`config.mk`:
```
export PLATFORM = sky130hd
export DESIGN_NAME = conv_mac_top
export DESIGN_NICKNAME = d
export VERILOG_FILES = /design/src/conv_pkg.sv /design/src/conv_mac_top.sv /design/src/requant_relu.sv /design/src/mac_accumulator.sv /design/src/signed_mult_pipe.sv /design/src/cla_adder.sv /design/src/cla4_block.sv
export SDC_FILE = /design/constraint.sdc
export NUM_CORES = 1
export LEC_CHECK = 0
export BUFFER_PORTS_ARGS = -buffer_cell sky130_fd_sc_hd__clkbuf_2
export CAP_MARGIN = 20
export CORE_MARGIN = 2
export CORE_UTILIZATION = 25
export DETAILED_ROUTE_END_ITERATION = 7
export HOLD_SLACK_MARGIN = 0.15
export PLACE_DENSITY = 0.49
export REMOVE_ABC_BUFFERS = 1
export SLEW_MARGIN = 20
export SYNTH_ARGS = -nofsm -noshare
export SYNTH_HDL_FRONTEND = slang
export SYNTH_HIERARCHICAL = 1
export SYNTH_SLANG_ARGS = --single-unit
export TNS_END_PERCENT = 30
```
`constraint.sdc`:
```
create_clock -name clk -period 2.65 [get_ports clk]
set_input_delay 0.265 -clock clk [delete_from_list [all_inputs] [get_ports clk]]
set_output_delay 0.265 -clock clk [all_outputs]
set_load 0.01 [all_outputs]
```
`src/conv_pkg.sv`:
```
// shared widths and types; OUT_MAX and FRAC_BITS together fix the saturation point at 8192
`default_nettype none

package conv_pkg;

  ////////////////////////////////////////
  // widths
  ////////////////////////////////////////
  localparam int DATA_W = 8;           // feature, weight and bias samples
  localparam int PROD_W = 2 * DATA_W;  // full product of two samples
  localparam int ACC_W  = 28;          // default window accumulator

  ////////////////////////////////////////
  // requantization
  ////////////////////////////////////////
  localparam int FRAC_BITS = 6;    // accumulator scale, bias enters shifted by this
  localparam int OUT_MAX   = 127;  // largest activation; sums of (OUT_MAX+1)<<FRAC_BITS saturate

  ////////////////////////////////////////
  // vector types
  ////////////////////////////////////////
  typedef logic signed [DATA_W-1:0] sample_t;  // signed feature, weight, bias
  typedef logic signed [PROD_W-1:0] prod_t;    // signed product
  typedef logic        [DATA_W-1:0] act_t;     // activation after relu, never negative

endpackage

`default_nettype wire
```
`src/conv_mac_top.sv`:
```
// no back-pressure beyond en; in_bias is sampled only with in_first, results come 10 enabled edges later
`timescale 1ns/1ps
`default_nettype none

module conv_mac_top #(
  parameter int ACC_W = conv_pkg::ACC_W
) (
  input  logic              clk,
  input  logic              rstn,
  input  logic              en,
  input  logic              in_valid,
  input  logic              in_first,
  input  logic              in_last,
  input  conv_pkg::sample_t in_feat,
  input  conv_pkg::sample_t in_weight,
  input  conv_pkg::sample_t in_bias,
  output logic              out_valid,
  output conv_pkg::act_t    out_act
);

  // multiplier to accumulator
  logic              mult_valid, mult_first, mult_last;
  conv_pkg::sample_t mult_bias;
  conv_pkg::prod_t   mult_prod;

  // accumulator to requantizer
  logic                    sum_valid;
  logic signed [ACC_W-1:0] sum;

  signed_mult_pipe u_mult (
    .clk        (clk),
    .rstn       (rstn),
    .en         (en),
    .in_valid   (in_valid),
    .in_first   (in_first),
    .in_last    (in_last),
    .in_feat    (in_feat),
    .in_weight  (in_weight),
    .in_bias    (in_bias),
    .mult_valid (mult_valid),
    .mult_first (mult_first),
    .mult_last  (mult_last),
    .mult_bias  (mult_bias),
    .mult_prod  (mult_prod)
  );

  mac_accumulator #(.ACC_W(ACC_W)) u_acc (
    .clk        (clk),
    .rstn       (rstn),
    .en         (en),
    .mult_valid (mult_valid),
    .mult_first (mult_first),
    .mult_last  (mult_last),
    .mult_bias  (mult_bias),
    .mult_prod  (mult_prod),
    .sum_valid  (sum_valid),
    .sum        (sum)
  );

  requant_relu #(.ACC_W(ACC_W)) u_rq (
    .clk       (clk),
    .rstn      (rstn),
    .en        (en),
    .sum_valid (sum_valid),
    .sum       (sum),
    .out_valid (out_valid),
    .out_act   (out_act)
  );

endmodule

`default_nettype wire

```
`src/requant_relu.sv`:
```
// sum is read only with sum_valid; out_valid is a one-cycle pulse and drops whenever en is low
`timescale 1ns/1ps
`default_nettype none

module requant_relu #(
  parameter int ACC_W = conv_pkg::ACC_W
) (
  input  logic                    clk,
  input  logic                    rstn,
  input  logic                    en,
  input  logic                    sum_valid,
  input  logic signed [ACC_W-1:0] sum,
  output logic                    out_valid,
  output conv_pkg::act_t          out_act
);

  localparam int SAT_LIM = (conv_pkg::OUT_MAX + 1) << conv_pkg::FRAC_BITS;  // 8192

  conv_pkg::act_t act_next;

  ////////////////////////////////////////
  // relu, saturate, drop fraction bits
  ////////////////////////////////////////
  always_comb begin
    if (sum[ACC_W-1]) begin
      act_next = '0;                                  // negative
    end else if (sum >= SAT_LIM) begin
      act_next = conv_pkg::DATA_W'(conv_pkg::OUT_MAX);
    end else begin
      act_next = {1'b0, sum[conv_pkg::FRAC_BITS +: conv_pkg::DATA_W-1]};  // bits 12..6
    end
  end

  always_ff @(posedge clk) begin
    if (en && sum_valid) out_act <= act_next;
  end

  always_ff @(posedge clk) begin
    if (!rstn) out_valid <= 1'b0;
    else       out_valid <= en & sum_valid;  // cleared on stalled edges so each result shows once
  end

  // a reported activation is known and in range
  a_act_in_range: assert property (@(posedge clk) disable iff (!rstn)
    out_valid |-> (!$isunknown(out_act) && (out_act <= conv_pkg::OUT_MAX)));

endmodule

`default_nettype wire

```
`src/mac_accumulator.sv`:
```
// one window at a time in order; ACC_W must hold PROD_W and the bias scaled by FRAC_BITS
`timescale 1ns/1ps
`default_nettype none

module mac_accumulator #(
  parameter int ACC_W = conv_pkg::ACC_W
) (
  input  logic                    clk,
  input  logic                    rstn,
  input  logic                    en,
  input  logic                    mult_valid,
  input  logic                    mult_first,
  input  logic                    mult_last,
  input  conv_pkg::sample_t       mult_bias,
  input  conv_pkg::prod_t         mult_prod,
  output logic                    sum_valid,
  output logic signed [ACC_W-1:0] sum
);

  typedef logic signed [ACC_W-1:0] acc_t;

  acc_t prod_ext;   // product, sign extended
  acc_t bias_seed;  // bias in accumulator scale
  acc_t addend;
  acc_t add_sum;
  logic win_open;   // a window has started and not yet ended

  assign prod_ext  = {{(ACC_W - conv_pkg::PROD_W){mult_prod[conv_pkg::PROD_W-1]}}, mult_prod};
  assign bias_seed = {{(ACC_W - conv_pkg::DATA_W - conv_pkg::FRAC_BITS){mult_bias[conv_pkg::DATA_W-1]}},
                      mult_bias, {conv_pkg::FRAC_BITS{1'b0}}};
  assign addend    = mult_first ? bias_seed : sum;  // first sample restarts from the bias

  cla_adder #(.WIDTH(ACC_W)) u_add (
    .a    (prod_ext),
    .b    (addend),
    .c_in (1'b0),
    .sum  (add_sum)
  );

  always_ff @(posedge clk) begin
    if (en && mult_valid) sum <= add_sum;
  end

  ////////////////////////////////////////
  // window tracking
  ////////////////////////////////////////
  always_ff @(posedge clk) begin
    if (!rstn) begin
      sum_valid <= 1'b0;
      win_open  <= 1'b0;
    end else if (en) begin
      sum_valid <= mult_valid & mult_last;
      if (mult_valid) win_open <= !mult_last;
    end
  end

  // after a last, the next product has to open a new window
  a_first_after_last: assert property (@(posedge clk) disable iff (!rstn)
    (en && mult_valid && !win_open) |-> mult_first);

endmodule

`default_nettype wire

```
`src/signed_mult_pipe.sv`:
```
// fixed 8x8 signed, latency 8 enabled edges; data stages are not reset, only the flags are
`timescale 1ns/1ps
`default_nettype none

module signed_mult_pipe (
  input  logic              clk,
  input  logic              rstn,
  input  logic              en,
  input  logic              in_valid,
  input  logic              in_first,
  input  logic              in_last,
  input  conv_pkg::sample_t in_feat,
  input  conv_pkg::sample_t in_weight,
  input  conv_pkg::sample_t in_bias,
  output logic              mult_valid,
  output logic              mult_first,
  output logic              mult_last,
  output conv_pkg::sample_t mult_bias,
  output conv_pkg::prod_t   mult_prod
);

  localparam int STAGES = 8;

  logic [7:0]        feat_mag, wgt_mag;
  logic [7:0]        pp [8];      // gated partial products
  logic [7:0]        pp_q [8];
  logic [STAGES-2:0] sign_q;      // result sign, stages 1..7
  logic [STAGES-1:0] vld_q, first_q, last_q;
  conv_pkg::sample_t bias_q [STAGES];

  logic [5:0]  lsb2 [4];
  logic [5:0]  lsb2_q [4];
  logic [2:0]  hia2_q [4];        // even product bits 7..5
  logic [3:0]  hib2_q [4];        // odd product bits 7..4
  logic [4:0]  msb3 [4];
  logic [9:0]  s3_q [4];
  logic [7:0]  lsb4 [2];
  logic [7:0]  lsb4_q [2];
  logic [2:0]  hia4_q [2];
  logic [4:0]  hib4_q [2];
  logic [4:0]  msb5 [2];
  logic [11:0] s5_q [2];
  logic [9:0]  lsb6, lsb6_q;
  logic [2:0]  hia6_q;
  logic [6:0]  hib6_q;
  logic [6:0]  msb7;
  logic [15:0] mag7_q;            // unsigned product

  ////////////////////////////////////////
  // stage 1 magnitudes, partial products
  ////////////////////////////////////////
  assign feat_mag = in_feat[7] ? (~in_feat) + 8'd1 : in_feat;  // -128 maps to 8'h80
  assign wgt_mag  = in_weight[7] ? (~in_weight) + 8'd1 : in_weight;

  always_comb begin
    for (int k = 0; k < 8; k++) pp[k] = wgt_mag[k] ? feat_mag : 8'd0;
  end

  ////////////////////////////////////////
  // adder tree, low part then high part
  ////////////////////////////////////////
  always_comb begin
    for (int k = 0; k < 4; k++) begin
      lsb2[k] = {1'b0, pp_q[2*k][4:0]} + {1'b0, pp_q[2*k+1][3:0], 1'b0};
      msb3[k] = {2'b0, hia2_q[k]} + {1'b0, hib2_q[k]} + {4'b0, lsb2_q[k][5]};
    end
    for (int k = 0; k < 2; k++) begin
      lsb4[k] = {1'b0, s3_q[2*k][6:0]} + {1'b0, s3_q[2*k+1][4:0], 2'b0};
      msb5[k] = {2'b0, hia4_q[k]} + hib4_q[k] + {4'b0, lsb4_q[k][7]};  // fits, sum < 4096
    end
    lsb6 = {1'b0, s5_q[0][8:0]} + {1'b0, s5_q[1][4:0], 4'b0};
    msb7 = {4'b0, hia6_q} + hib6_q + {6'b0, lsb6_q[9]};
  end

  always_ff @(posedge clk) begin
    if (en) begin
      for (int k = 0; k < 8; k++) pp_q[k] <= pp[k];                // stage 1
      for (int k = 0; k < 4; k++) begin                             // stage 2
        lsb2_q[k] <= lsb2[k];
        hia2_q[k] <= pp_q[2*k][7:5];
        hib2_q[k] <= pp_q[2*k+1][7:4];
      end
      for (int k = 0; k < 4; k++) s3_q[k] <= {msb3[k], lsb2_q[k][4:0]};  // stage 3
      for (int k = 0; k < 2; k++) begin                             // stage 4
        lsb4_q[k] <= lsb4[k];
        hia4_q[k] <= s3_q[2*k][9:7];
        hib4_q[k] <= s3_q[2*k+1][9:5];
      end
      for (int k = 0; k < 2; k++) s5_q[k] <= {msb5[k], lsb4_q[k][6:0]};  // stage 5
      lsb6_q <= lsb6;                                               // stage 6
      hia6_q <= s5_q[0][11:9];
      hib6_q <= s5_q[1][11:5];
      mag7_q <= {msb7, lsb6_q[8:0]};                                // stage 7
      mult_prod <= sign_q[STAGES-2] ? (~mag7_q) + 16'd1 : mag7_q;   // stage 8 sign restore
      sign_q <= {sign_q[STAGES-3:0], in_feat[7] ^ in_weight[7]};
    end
  end

  ////////////////////////////////////////
  // sideband
  ////////////////////////////////////////
  always_ff @(posedge clk) begin
    if (!rstn) begin
      vld_q   <= '0;
      first_q <= '0;
      last_q  <= '0;
    end else if (en) begin
      vld_q   <= {vld_q[STAGES-2:0], in_valid};
      first_q <= {first_q[STAGES-2:0], in_valid & in_first};  // flags only ride on valid slots
      last_q  <= {last_q[STAGES-2:0], in_valid & in_last};
    end
  end

  always_ff @(posedge clk) begin
    if (en) begin
      bias_q[0] <= in_bias;
      for (int k = 1; k < STAGES; k++) bias_q[k] <= bias_q[k-1];
    end
  end

  assign mult_valid = vld_q[STAGES-1];
  assign mult_first = first_q[STAGES-1];
  assign mult_last  = last_q[STAGES-1];
  assign mult_bias  = bias_q[STAGES-1];

  // reset must have flushed the whole flag pipe before en is used
  a_flags_known: assert property (@(posedge clk) disable iff (!rstn)
    en |-> !$isunknown({mult_valid, mult_first, mult_last}));

endmodule

`default_nettype wire

```
`src/cla_adder.sv`:
```
// WIDTH must be a multiple of 4; wraps modulo 2**WIDTH with no carry or overflow output
`timescale 1ns/1ps
`default_nettype none

module cla_adder #(
  parameter int WIDTH = conv_pkg::ACC_W
) (
  input  logic [WIDTH-1:0] a,
  input  logic [WIDTH-1:0] b,
  input  logic             c_in,
  output logic [WIDTH-1:0] sum
);

  localparam int NB = WIDTH / 4;  // number of 4-bit blocks

  logic [NB-1:0] p_blk;  // group propagate per block
  logic [NB-1:0] g_blk;  // group generate per block
  logic [NB-1:0] carry;  // carry into each block

  if (WIDTH % 4 != 0) begin : g_width_check
    $error("cla_adder: WIDTH %0d is not a multiple of 4", WIDTH);
  end

  ////////////////////////////////////////
  // lookahead carry unit
  ////////////////////////////////////////
  // each block carry is expanded from the group terms below it
  always_comb begin
    logic term;
    carry[0] = c_in;
    for (int i = 1; i < NB; i++) begin
      term = c_in;
      for (int j = 0; j < i; j++) begin
        term = g_blk[j] | (p_blk[j] & term);
      end
      carry[i] = term;
    end
  end

  for (genvar k = 0; k < NB; k++) begin : g_blk_inst
    cla4_block u_blk (
      .a     (a[4*k +: 4]),
      .b     (b[4*k +: 4]),
      .c_in  (carry[k]),
      .s     (sum[4*k +: 4]),
      .p_grp (p_blk[k]),
      .g_grp (g_blk[k])
    );
  end

endmodule

`default_nettype wire

```
`src/cla4_block.sv`:
```
// purely combinational 4-bit slice; no carry out, the caller rebuilds carries from p_grp/g_grp
`timescale 1ns/1ps
`default_nettype none

module cla4_block (
  input  logic [3:0] a,
  input  logic [3:0] b,
  input  logic       c_in,
  output logic [3:0] s,
  output logic       p_grp,
  output logic       g_grp
);

  logic [3:0] p;  // bit propagate
  logic [3:0] g;  // bit generate
  logic [2:0] c;  // carries into bits 1..3

  assign p = a ^ b;
  assign g = a & b;

  ////////////////////////////////////////
  // internal carries, two-level form
  ////////////////////////////////////////
  assign c[0] = g[0] | (p[0] & c_in);
  assign c[1] = g[1] | (p[1] & g[0]) | (p[1] & p[0] & c_in);
  assign c[2] = g[2] | (p[2] & g[1]) | (p[2] & p[1] & g[0])
              | (p[2] & p[1] & p[0] & c_in);

  assign s = p ^ {c, c_in};

  // group terms for the next lookahead level
  assign p_grp = &p;
  assign g_grp = g[3]
               | (p[3] & g[2])
               | (p[3] & p[2] & g[1])
               | (p[3] & p[2] & p[1] & g[0]);

endmodule

`default_nettype wire

```
# == Word-level counts from Yosys, hierarchy flattened ==
# Memory sizes are Yosys's and may differ from the RTL's.
# Index checks and enable logic that the tools add are counted.
# word_totals
reg_bits,120
out_inout_bits,9
mem_count,10
word_cells,254
input_bits,30
ramBits,276
# op_classes
reduce_logical,7
add_sub_neg,24
mux,15
bitwise_logic,184
order_cmp,1
# mem_list
memory,words,word_bits,rd,rd_clocked_by_memory_dff,wr,line,text
u_mult.bias_q,8,8,8,0,8,signed_mult_pipe.sv:29,conv_pkg::sample_t bias_q [STAGES];
u_mult.pp_q,8,8,8,0,8,signed_mult_pipe.sv:26,logic [7:0] pp_q [8];
u_mult.s3_q,4,10,4,0,4,signed_mult_pipe.sv:36,logic [9:0] s3_q [4];
u_mult.lsb2_q,4,6,4,0,4,signed_mult_pipe.sv:32,logic [5:0] lsb2_q [4];
u_mult.s5_q,2,12,2,0,2,signed_mult_pipe.sv:42,logic [11:0] s5_q [2];
u_mult.hib2_q,4,4,4,0,4,signed_mult_pipe.sv:34,logic [3:0] hib2_q [4];
+4 memories,-,-,-,-,-,-,
# op_table
op,n
$and 1x1->1,97
$mux 8,10
$or 1x1->1,62
$xor 4x4->4,14
$add 5x1->5,6
$ge 28x15->1 const B,1
$mux 28,1
$add 5x5->6,4
$and 4x4->4,6
$add 3x4->5,4
$reduce_and 4->1,5
$add 16x1->16 const B,1
$add 7x7->8,2
$add 8x1->8 const B,2
$mux 16,1
$not 16->16,1
$not 8->8,2
$add 3x5->5,2
$add 9x9->10,1
$add 3x7->7,1
$add 7x1->7,1
$mux 7,1
$and 3x3->3,1
$logic_and 1x1->1,2
other kinds (2),3

# == Depth between registers and ports, before layout ==
# Gate-level depths: netlist (run 1).
# An unclocked memory read counts as a cell.
# logic_depth
word_depth,20
mapped_depth,14
mapped_depth_nobuf,12

# == Modules after synthesis ==
# The synthesis (run 1) kept the hierarchy.
# modules_own_cells
mod,instances,seq_area_each_um2,cells_each,area_each_um2
signed_mult_pipe,1,10540.1,799,13793.2
cla4_block,7,0.0,21,170.2
mac_accumulator,1,860.8,82,1184.9
requant_relu,1,230.2,29,387.9
cla_adder,1,0.0,10,72.6

# == Worst setup path after synthesis (run 1) ==
# OpenSTA, ideal clock, no wires.
# synth_timing
path_kind,register -> register
from,register u_mult.first_q[7]
to,"register u_acc.sum[24], data pin"
n_path_buf,1
required_ps,2521
setup_ps,129
period_less_slack_ps,2718
t_arrival_ps,2589
path_stages_with_launch,13
path_slack_ps,-68
path_cell_list,dfxtp_1 -> buf_6 -> mux2_2 -> ha_1 -> a21oi_1 -> nand2_1 -> a21o_1 -> a21oi_1 -> nand3_2 -> a31o_1 -> inv_1 -> fa_1 -> inv_1
# synth_via
word_cells_on_any_way,78
classes_between,mux: 1; bitwise: 72; reduce/logical: 5
# synth_lines
element,line,text
"start, declared",signed_mult_pipe.sv:28,"logic [STAGES-1:0] vld_q, first_q, last_q;"
"start signal, assigned",signed_mult_pipe.sv:109,"first_q <= {first_q[STAGES-2:0], in_valid & in_first};"
$mux 28 (*),mac_accumulator.sv:31,assign addend = mult_first ? bias_seed : sum;
via u_acc.addend[10],mac_accumulator.sv:24,acc_t addend;
$and 4x4->4 / $xor 4x4->4 (equally long branches),"cla4_block.sv:19, cla4_block.sv:18",
"$and 1x1->1, on equally long branches","cla4_block.sv:34, cla4_block.sv:35, cla4_block.sv:36",
"$or 1x1->1, or another cell as far along",cla4_block.sv:34,| (p[3] & g[2])
$or 1x1->1 / $and 1x1->1 (equally long branches),"cla4_block.sv:35, cla4_block.sv:36",
$or 1x1->1 (*),cla4_block.sv:36,| (p[3] & p[2] & p[1] & g[0]);
via u_acc.u_add.g_blk[2],cla_adder.sv:17,logic [NB-1:0] g_blk;
(+3 left out),-,
via u_acc.u_add.carry[4],cla_adder.sv:18,logic [NB-1:0] carry;
$and 1x1->1 (*),cla_adder.sv:34,term = g_blk[j] | (p_blk[j] & term);
$or 1x1->1 (*),cla_adder.sv:34,
$and 1x1->1 (*),cla_adder.sv:34,
$or 1x1->1 (*),cla_adder.sv:34,
via u_acc.u_add.carry[6],cla_adder.sv:18,
$xor 4x4->4 (*),cla4_block.sv:29,"assign s = p ^ {c, c_in};"
via u_acc.add_sum[24],mac_accumulator.sv:25,acc_t add_sum;
"end signal, assigned",mac_accumulator.sv:41,if (en && mult_valid) sum <= add_sum;
"end, declared",mac_accumulator.sv:17,output logic signed [ACC_W-1:0] sum
# The timed path passes the listed nets; every way through them passes the cells marked *.
# A chain may end at the register's enable or synchronous reset.

# == Final worst setup path (run 1) ==
# layout_timing
from,register u_mult.first_q[7]
to,"register u_acc.sum[25], data pin"
# layout_via
word_cells_on_any_way,81
classes_between,mux: 1; bitwise: 75; reduce/logical: 5
# layout_lines
element,line,text
$mux 28,mac_accumulator.sv:31,
via u_acc.addend[11],mac_accumulator.sv:24,
$xor 4x4->4,cla4_block.sv:18,assign p = a ^ b;
$reduce_and 4->1,cla4_block.sv:32,assign p_grp = &p;
via u_acc.u_add.p_blk[2],cla_adder.sv:16,logic [NB-1:0] p_blk;
$and 1x1->1,-,
$or 1x1->1,-,
$and 1x1->1,-,
(+1 left out),-,
via u_acc.u_add.carry[4],cla_adder.sv:18,
(+1 left out),-,
$or 1x1->1,cla_adder.sv:34,
$and 1x1->1,cla_adder.sv:34,
$or 1x1->1,cla_adder.sv:34,
via u_acc.u_add.carry[6],cla_adder.sv:18,
$and 1x1->1,cla4_block.sv:24,assign c[0] = g[0] | (p[0] & c_in);
$or 1x1->1,cla4_block.sv:24,
$xor 4x4->4,cla4_block.sv:29,
via u_acc.add_sum[25],mac_accumulator.sv:25,
# The timed path passes the listed nets, and every way through them passes these cells.

==> flow_metrics.env, run 1 <==
export IMPL_avgRoutedWirePerCell_um=12.08
export IMPL_grt_antenna_before_repair=0
export IMPL_cp_start_kind="flop"
export IMPL_setup_viol=0
export IMPL_r2r_end="u_acc/sum[25]"
export IMPL_multi_input_area_mm2=0.004576
export IMPL_wl_mm=25.43
export IMPL_fin_ws_ps=0.4692
export IMPL_fmax_mhz=377.4
export IMPL_dp_cells=2001
export IMPL_seq_area_mm2=0.01163
export IMPL_num_antenna_cells=0
export IMPL_p_sw_share_pct=22.53
export IMPL_end_kind="flop"
export IMPL_pwr_share_clk_pct=39.1
export IMPL_gp_congestion=0.7519
export IMPL_rr_startpoint="u_mult/first_q[7]"
export IMPL_core_mm2=0.06575
export IMPL_hold_class="in -> reg"
export IMPL_cp_required_ps=2950
export IMPL_path_clk_slew_ps=60
export IMPL_drtAntennaViolNets=0
export IMPL_slew_headroom_pct=32.74
export IMPL_final_design_area_no_fill_mm2=0.02004
export IMPL_holdPathStages=4
export IMPL_drive_gt1_share_pct=16.99
export IMPL_hold_viol_final=0
export IMPL_synthCells=1064
export IMPL_grt_first_pass_wirelength_mm=42.20
export IMPL_hold_end="u_mult/pp_q[1][19]"
export IMPL_hold_path_startpoint="in_weight[6]"
export IMPL_combPwrFrac_pct=10.1
export IMPL_die_height_um=261.7
export IMPL_instances_no_fill=2106
export IMPL_row_count=94
export IMPL_clockBufferDepth=3
export IMPL_clock_latency_ps=570
export IMPL_vdd_ir_drop_max_mv=0.5219
export IMPL_vias_per_cell=3.922
export IMPL_synth_warnings=6
export IMPL_die_area_mm2=0.06851
export IMPL_fin_crit_sh_pct=99.98
export IMPL_final_nets=1340
export IMPL_pwr_density_cell_mw_per_mm2=775.1
export IMPL_io_pins=39
export IMPL_track_usage_pct=7.678
export IMPL_leakage_nw=7.642
export IMPL_cts_sinks=396
export IMPL_fin_skew_ps=23.14
export IMPL_nFillCells=6530
export IMPL_power_switching_w=0.003500
export IMPL_clockRootBuffer="clkbuf_16"
export IMPL_dpl_worst_slack_ps=-251.7
export IMPL_grt_pass1_vias=8500
export IMPL_status="completed"
export IMPL_r2r_slack_ps=0.5
export IMPL_overflow=0
export IMPL_syn_to_final_growth_pct=20.65
export IMPL_cts_tree="done"
export IMPL_path_class="reg -> reg"
export IMPL_dr_pass1_iters=4
export IMPL_die_width_um=261.7
export IMPL_worst_pin_slew_ps=1002
export IMPL_h_tree_depth=2
export IMPL_reg2regPathDepth=10
export IMPL_max_cap_violations=0
export IMPL_synth_area_mm2=0.01661
export IMPL_initial_core_util_pct=25.26
export IMPL_cp_arrival_ps=2950
export IMPL_cts_buffers=44
export IMPL_drt_iter0_drc=380
export IMPL_drc=0
export IMPL_crit_fanout=3
export IMPL_total_power_w=0.01553
export IMPL_place_hpwl_mm=16.08
export IMPL_power_frac_seq_pct=50.8
export IMPL_intPower_w=0.01203
export IMPL_rsz0062_at_grt="yes"
export IMPL_final_min_clock_period_ps=2650
export IMPL_grt_start_max_net_pins=100
export IMPL_finalMaxSlewViolations=0
export IMPL_avgSynthCellArea_um2=15.61
export IMPL_io_buffers=37
export IMPL_placed_area_mm2=0.01823
export IMPL_vias=8260
-- layer usage --
| metal | global-route usage, % | routed length [um] | part of all wire (%) |
|---|---|---|---|
| met3 | 1.861 | 1149 | 4.5 |
| met1 | 9.379 | 11280 | 44 |
| met2 | 12.83 | 12140 | 48 |
| met5 | 0 | 0 | 0 |
| met4 | 3.488 | 864 | 3.4 |
-- metrics by stage --
stage / setup TNS, ps / util, % / hold WS, ps
floorplan: -4553 / - / 363.9
global placement: -672.2 / 27.72 / 400.2
detailed placement: -1961 / 27.72 / 404.5
CTS: -25.17 / 30.33 / 175.3
global route: -573.1 / 30.48 / 221.8
finish: 0 / 30.48 / 211.1
-- flip-flops by register name, summed over array words and instances (netlist names), 24 cells and up --
signal,cells
u_acc/sum,28
u_mult/bias_q,64
u_mult/s3_q,40
u_mult/lsb2_q,24
u_mult/s5_q,24
u_mult/pp_q,64
-- power groups by stage --
stage / clock network (W) / logic [W] / registers [W]
floorplan: 0 / 0.00102 / 0.00794
global placement: 0 / 0.00150 / 0.00801
detailed placement: 0 / 0.00153 / 0.00803
CTS: 0.00635 / 0.00158 / 0.00790
global route: 0.00658 / 0.00181 / 0.00795
finish: 0.00607 / 0.00157 / 0.00789
-- area by class of cell --
type,count,area share [%]
timing repair buffer,114,4.446
clock inverter,29,1.542
inverter,104,1.948
clock buffer,53,5.770
tap,864,5.395
sequential,396,58.06
multi-input combinational,546,22.83
-- cells in the final DEF, fill, tap and decap left out, drive strengths merged, types with 10 or more instances in the layout --
cell type / n
edfxtp: 370
inv: 103
clkbuf: 89
ha: 76
nor2: 69
buf: 62
xnor2: 58
nor2b: 39
a21o: 38
a21oi: 36
fa: 28
o21ai: 27
dfxtp: 26
xor2: 24
mux2i: 24
clkinv: 23
nand2: 22
nand3: 20
dlygate4sd3: 16
o31ai: 10
-- timing repair --
item	CTS	global route
buffers inserted	1	6
hold buffers	16	0
gates resized for setup	17	16
endpoints found under the hold margin	44	0
pin swaps	6	15
cloned	0	0
setup endpoints to repair	18	16
-- critical path: stages (launching register included) --
cell and delay, ps:
dfxtp_4 370, buf_4 130, mux2_2 330, ha_1 320, and4_4 260, nand4_1 100
nand3_2 120, a31o_1 200, inv_1 60, fa_1 370, xnor2_1 140
-- how the worst max path moves through the flow --
stage | from | depth (start not counted) | endpoint | slack, ps
6_report | u_mult/first_q[7] | 10 | u_acc/sum[25] | 0.5
3_3_place_gp | u_mult/first_q[7] | 12 | u_acc/sum[24] | -150
4_1_cts | u_mult/first_q[7] | 14 | u_acc/sum[25] | -10
5_1_grt | u_mult/first_q[7] | 14 | u_acc/sum[24] | -100
3_5_place_dp | u_mult/first_q[7] | 11 | u_acc/sum[24] | -250
2_1_floorplan | u_mult/first_q[7] | 11 | u_acc/sum[24] | -420
No activity file was read; power rests on OpenSTA's default activity.
==> run 2, diff against run 1 <==
- PLACE_DENSITY: 0.49 -> 0.48
- clock period: 2.65 -> 2.9 ns (I/O delays scaled with it)
==> run 2 against run 1 <==
Effect of this change:
- critical path type unchanged
- fmax shrank 2.9%
- die area stayed put
- critical endpoint is now u_acc/sum[24]
- first-iteration DRC count grew 8.7%
- via count decreased by 2.3%
- global-route usage is 0.10 points lower
- worst hold slack worse by 21 ps
==> flow_metrics.env, run 2 (same netlist as run 1, synthesis figures left out) <==
export IMPL_status="completed"
export IMPL_grt_first_pass_wirelength_mm=41.68
export IMPL_use_met3_pct=1.823
export IMPL_end_kind="flop"
export IMPL_row_count=94
export IMPL_placed_area_mm2=0.01800
export IMPL_pwr_density_cell_mw_per_mm2=715.7
export IMPL_dr_pass1_iters=4
export IMPL_slew_headroom_pct=26.09
export IMPL_cts_sinks=396
export IMPL_drc=0
export IMPL_fin_tns_setup_ps=0
export IMPL_drtAntennaViolNets=0
export IMPL_die_height_um=261.7
export IMPL_worst_pin_slew_ps=1101
export IMPL_num_antenna_cells=0
export IMPL_cp_slowest_cell="fa_1"
export IMPL_cts_setup_buffers=0
export IMPL_final_min_clock_period_ps=2728
export IMPL_final_design_area_no_fill_mm2=0.01957
export IMPL_crit_fanout=8
export IMPL_clock_latency_ps=560
export IMPL_grt_util_met1_pct=9.269
export IMPL_die_width_um=261.7
export IMPL_place_hpwl_mm=16.08
export IMPL_cp_start_kind="flop"
export IMPL_track_usage_pct=7.573
export IMPL_combPwrFrac_pct=9.6
export IMPL_avgRoutedWirePerCell_um=12.22
export IMPL_reg_largest_list="u_mult/bias_q (64), u_mult/pp_q (64), u_mult/s3_q (40)"
export IMPL_pwr_share_clk_pct=39.0
export IMPL_h_tree_depth=2
export IMPL_cts_buffers=43
export IMPL_power_switching_w=0.003120
export IMPL_fin_crit_sh_pct=94.07
export IMPL_top_usage_layer="met2"
export IMPL_io_pins=39
export IMPL_gp_congestion=0.7685
export IMPL_fmax_mhz=366.6
export IMPL_cpMostUsedCell="inv_1"
export IMPL_final_common_cell="edfxtp_1"
export IMPL_initial_core_util_pct=25.26
export IMPL_path_clk_slew_ps=60
export IMPL_crit_family="adder cells"
export IMPL_clockRootBuffer="clkbuf_16"
export IMPL_drive_gt1_share_pct=13.17
export IMPL_clockBufferDepth=3
export IMPL_path_cells="buf_6 -> mux2_2 -> ha_1 -> nand3_1 -> nand2_1 -> a21o_1 -> a21oi_2 -> nand3_2 -> a31o_1 -> inv_1 -> fa_1 -> inv_1"
export IMPL_final_cell_mix="370 x edfxtp_1, 102 x inv_1, 76 x ha_1"
export IMPL_hold_class="in -> reg"
export IMPL_final_nets=1304
export IMPL_vias_per_cell=3.910
export IMPL_path_class="reg -> reg"
export IMPL_leakage_nw=7.418
export IMPL_dp_cells=1974
export IMPL_p_sw_share_pct=22.28
export IMPL_cts_tree="done"
export IMPL_cp_arrival_ps=3150
export IMPL_setup_viol=0
export IMPL_overflow=0
export IMPL_intPower_w=0.01088
export IMPL_grt_antenna_before_repair=0
export IMPL_max_cap_violations=0
export IMPL_io_buffers=37
export IMPL_crit_buf_inv=3
export IMPL_die_area_mm2=0.06851
export IMPL_syn_to_final_growth_pct=17.82
export IMPL_instances_no_fill=2064
export IMPL_drt_iter0_drc=413
export IMPL_vias=8071
export IMPL_hold_viol_final=0
export IMPL_fin_skew_ps=13.97
export IMPL_grt_pass1_vias=8340
export IMPL_use_met2_pct=12.70
export IMPL_power_frac_seq_pct=51.4
export IMPL_grt_start_max_net_pins=109
export IMPL_cp_required_ps=3330
export IMPL_core_mm2=0.06575
export IMPL_finalMaxSlewViolations=0
export IMPL_rsz0062_at_grt="no"
export IMPL_vdd_ir_drop_max_mv=0.3578
export IMPL_cpPeakStageDelay_ps=410
export IMPL_wl_mm=25.21
## run 2: final cells by class
type / count / area (um2)
repair buffers: 79 / 589.3
well taps: 864 / 1081
multi-input cells: 546 / 4473
inverters: 104 / 390.4
clock inverters: 25 / 299.0
flip-flops and latches: 396 / 11630
clock buffers: 50 / 1102
fillers: 6461 / 46180
## run 2: metrics by stage
stage | power [W] | hold slack (ps) | util, % | worst slack [ps]
3_3_place_gp | 0.008649 | 401.0 | 27.38 | 89.55
4_1_cts | 0.01430 | 151.4 | 29.74 | 33.15
5_1_grt | 0.01473 | 188.9 | 29.76 | 10.63
3_5_place_dp | 0.008687 | 404.5 | 27.38 | 65.43
6_report | 0.01400 | 190.3 | 29.76 | 172.1
2_1_floorplan | 0.008188 | 388.9 | - | -173.8
## run 2: path summary, 6_finish.rpt
check	endpoint	slack, ps	from	cells after the start
hold reg to reg	u_mult/s5_q[0][2]	410	u_mult/lsb4_q[0][2]	0
setup reg to reg	u_acc/sum[24]	170	u_mult/first_q[7]	12
hold / removal	u_mult/sign_q[0]	190	in_feat[7]	2
setup / recovery	u_acc/sum[24]	170	u_mult/first_q[7]	12
## run 2: worst register-to-register path, delay by kind of cell (launching register included)
kind	cells	cell delay [ps]
AO/OA/AOI/OAI	3	600
AND/OR/NAND/NOR	3	300
buffers and inverters	3	280
multiplexers	1	340
adder cells (fa/ha/maj)	2	730
flip-flops	1	360
## run 2: timing repair
| item | CTS | global route |
|---|---|---|
| gates resized for setup | 0 | 5 |
| endpoints found under the setup margin | 0 | 8 |
| hold buffers | 15 | 0 |
| endpoints found under the hold margin | 30 | 0 |
## run 2: power groups by stage
stage | Clock [W] | Combinational, W | Sequential [W]
after floorplan | 0 | 0.000929 | 0.00726
after global placement | 0 | 0.00133 | 0.00732
after detailed placement | 0 | 0.00135 | 0.00734
after CTS | 0.00571 | 0.00138 | 0.00722
after global routing | 0.00590 | 0.00157 | 0.00726
final | 0.00546 | 0.00134 | 0.00720
## run 2: per-layer routing
layer	share of wire (%)	wire (um)
met1	46	11500
met2	47	11880
met3	4.3	1075
met4	3.0	765
met5	0	0
==> run 3, diff against run 2 <==
- CORE_UTILIZATION: 25 -> 55
- PLACE_DENSITY: 0.48 -> 0.8
- clock period: 2.9 -> 2.6 ns (I/O delays scaled with it)
==> run 3 against run 2 <==
Effect of this change:
- the flow now finishes with violations (negative setup slack)
- sequential power rose by 12%
- sequential cell count did not move
- critical path depth did not move
- non-clock buffer count rose by 28
- register-to-register slack got worse by 270 ps
- fmax is 0.99% higher
- critical endpoint unchanged
- count of clock-buffer cells in the layout rose by 4
- cell count down 22%
- combinational power grew 24%
- global-route usage grew 8.9 points
- worst setup slack worse by 270 ps
- routed wire length down 0.52%
==> flow_metrics.env, run 3 (same netlist as run 1, synthesis figures left out) <==
export IMPL_fin_crit_sh_pct=103.9
export IMPL_hold_class="in -> reg"
export IMPL_setup_viol=5
export IMPL_pwr_density_cell_mw_per_mm2=777.0
export IMPL_io_pins=39
export IMPL_cts_buffers=40
export IMPL_die_width_um=177.8
export IMPL_num_antenna_cells=0
export IMPL_wl_mm=25.08
export IMPL_max_cap_violations=0
export IMPL_avgRoutedWirePerCell_um=15.57
export IMPL_grt_start_max_net_pins=72
export IMPL_syn_to_final_growth_pct=15.25
export IMPL_final_cell_mix="370 x edfxtp_1, 99 x inv_1, 69 x ha_1, 69 x nor2_1, 58 x xnor2_1"
export IMPL_dp_cells=1520
export IMPL_worst_pin_slew_ps=911.3
export IMPL_die_area_mm2=0.03160
export IMPL_clock_latency_ps=530
export IMPL_finalMaxSlewViolations=0
export IMPL_holdPathStages=1
export IMPL_drc=0
export IMPL_drtAntennaViolNets=0
export IMPL_slew_headroom_pct=38.81
export IMPL_clockRootBuffer="clkbuf_16"
export IMPL_fin_skew_ps=20.93
export IMPL_die_height_um=177.8
export IMPL_gp_congestion=0.7902
export IMPL_io_buffers=37
export IMPL_hold_viol_final=0
export IMPL_grt_antenna_before_repair=0
export IMPL_path_clk_slew_ps=60
export IMPL_reg2regPathDepth=12
export IMPL_final_min_clock_period_ps=2701
export IMPL_cp_required_ps=2880
export IMPL_status="complete, but fails checks"
export IMPL_fmax_mhz=370.2
export IMPL_row_count=63
export IMPL_cts_sinks=396
export IMPL_initial_core_util_pct=55.89
export IMPL_final_nets=1329
export IMPL_overflow=0
export IMPL_vias_per_cell=5.230
export IMPL_cp_start_kind="flop"
export IMPL_drt_iter0_drc=497
export IMPL_instances_no_fill=1611
export IMPL_cp_arrival_ps=2980
export IMPL_leakage_nw=7.472
export IMPL_cts_tree="done"
export IMPL_place_hpwl_mm=15.82
export IMPL_reg_largest_list="u_mult/bias_q (64), u_mult/pp_q (64), u_mult/s3_q (40)"
export IMPL_crit_fanout=4
export IMPL_dr_pass1_iters=5
export IMPL_h_tree_depth=2
export IMPL_grt_pass1_vias=8720
export IMPL_vdd_ir_drop_max_mv=0.7094
export IMPL_end_kind="flop"
export IMPL_core_mm2=0.02972
export IMPL_drive_gt1_share_pct=16.05
export IMPL_whs_ps=188.3
export IMPL_clockBufferDepth=3
export IMPL_violations="negative setup slack"
export IMPL_final_design_area_no_fill_mm2=0.01914
export IMPL_vias=8426
export IMPL_path_class="reg -> reg"
export IMPL_track_usage_pct=16.50
export IMPL_fin_tns_setup_ps=-226.5
export IMPL_rsz0062_at_grt="yes"
export IMPL_final_common_cell="edfxtp_1"
export IMPL_fin_ws_ps=-101.2
export IMPL_placed_area_mm2=0.01758
export IMPL_total_power_w=0.01487
export IMPL_grt_first_pass_wirelength_mm=41.30
run 3: through the flow:
step / util [%] / setup WS [ps]
global placement: 59.16 / -146.2
floorplan: - / -473.8
finish: 64.41 / -101.2
global route: 64.41 / -222.1
CTS: 64.01 / -37.57
detailed placement: 59.16 / -248.1
run 3: power breakdown:
| part | internal (W) | switching [W] |
|---|---|---|
| clock | 0.00294 | 0.00222 |
| combinational | 0.000784 | 0.000872 |
| sequential | 0.00781 | 0.000251 |
| total | 0.0115 | 0.00334 |
run 3: cell type report:
cell class / instances / area, um2
multi-input cells: 546 / 4629
flip-flops and latches: 396 / 11630
well taps: 390 / 488.0
inverters: 104 / 390.4
clock inverters: 14 / 105.1
clock buffers: 54 / 1054
repair buffers: 107 / 839.6
fillers: 2006 / 10580
run 3: critical path, cell delays in order, from the launching register on:
cell and delay [ps]:
dfxtp_4 370, buf_6 110, mux2_2 360, ha_4 290, nand3_1 90, nand2_1 90, a21o_1 150, a21oi_2 70
nand3_2 100, a31o_1 210, inv_2 50, fa_2 540, inv_2 30
run 3: final timing paths:
| path | from | end | slack [ps] |
|---|---|---|---|
| max reg2reg | u_mult/first_q[7] | u_acc/sum[24] | -100 |
| min reg2reg | u_mult/lsb2_q[0][3] | u_mult/s3_q[0][3] | 410 |
| max | u_mult/first_q[7] | u_acc/sum[24] | -100 |
| min | en | u_mult/hib4_q[0][7] | 190 |
run 3: metal layers:
| layer | vias up | wire, um | part of all wire (%) | global-route usage, % |
|---|---|---|---|---|
| met5 | - | 0 | 0 | 0 |
| met4 | 0 | 761 | 3.0 | 6.796 |
| met3 | 53 | 1017 | 4.1 | 3.192 |
| met2 | 150 | 13150 | 52 | 29.49 |
| met1 | 4128 | 10160 | 40 | 19.52 |
| li1 | 4095 | - | - | - |
run 3: what timing repair did:
item                                    CTS  global route
pin swaps                                 4            28
hold endpoints to repair                 12             0
gates cloned                              0             0
gates resized for setup                  21            24
hold buffers                             15             0
endpoints found under the setup margin   18            17
buffers inserted                          4             4
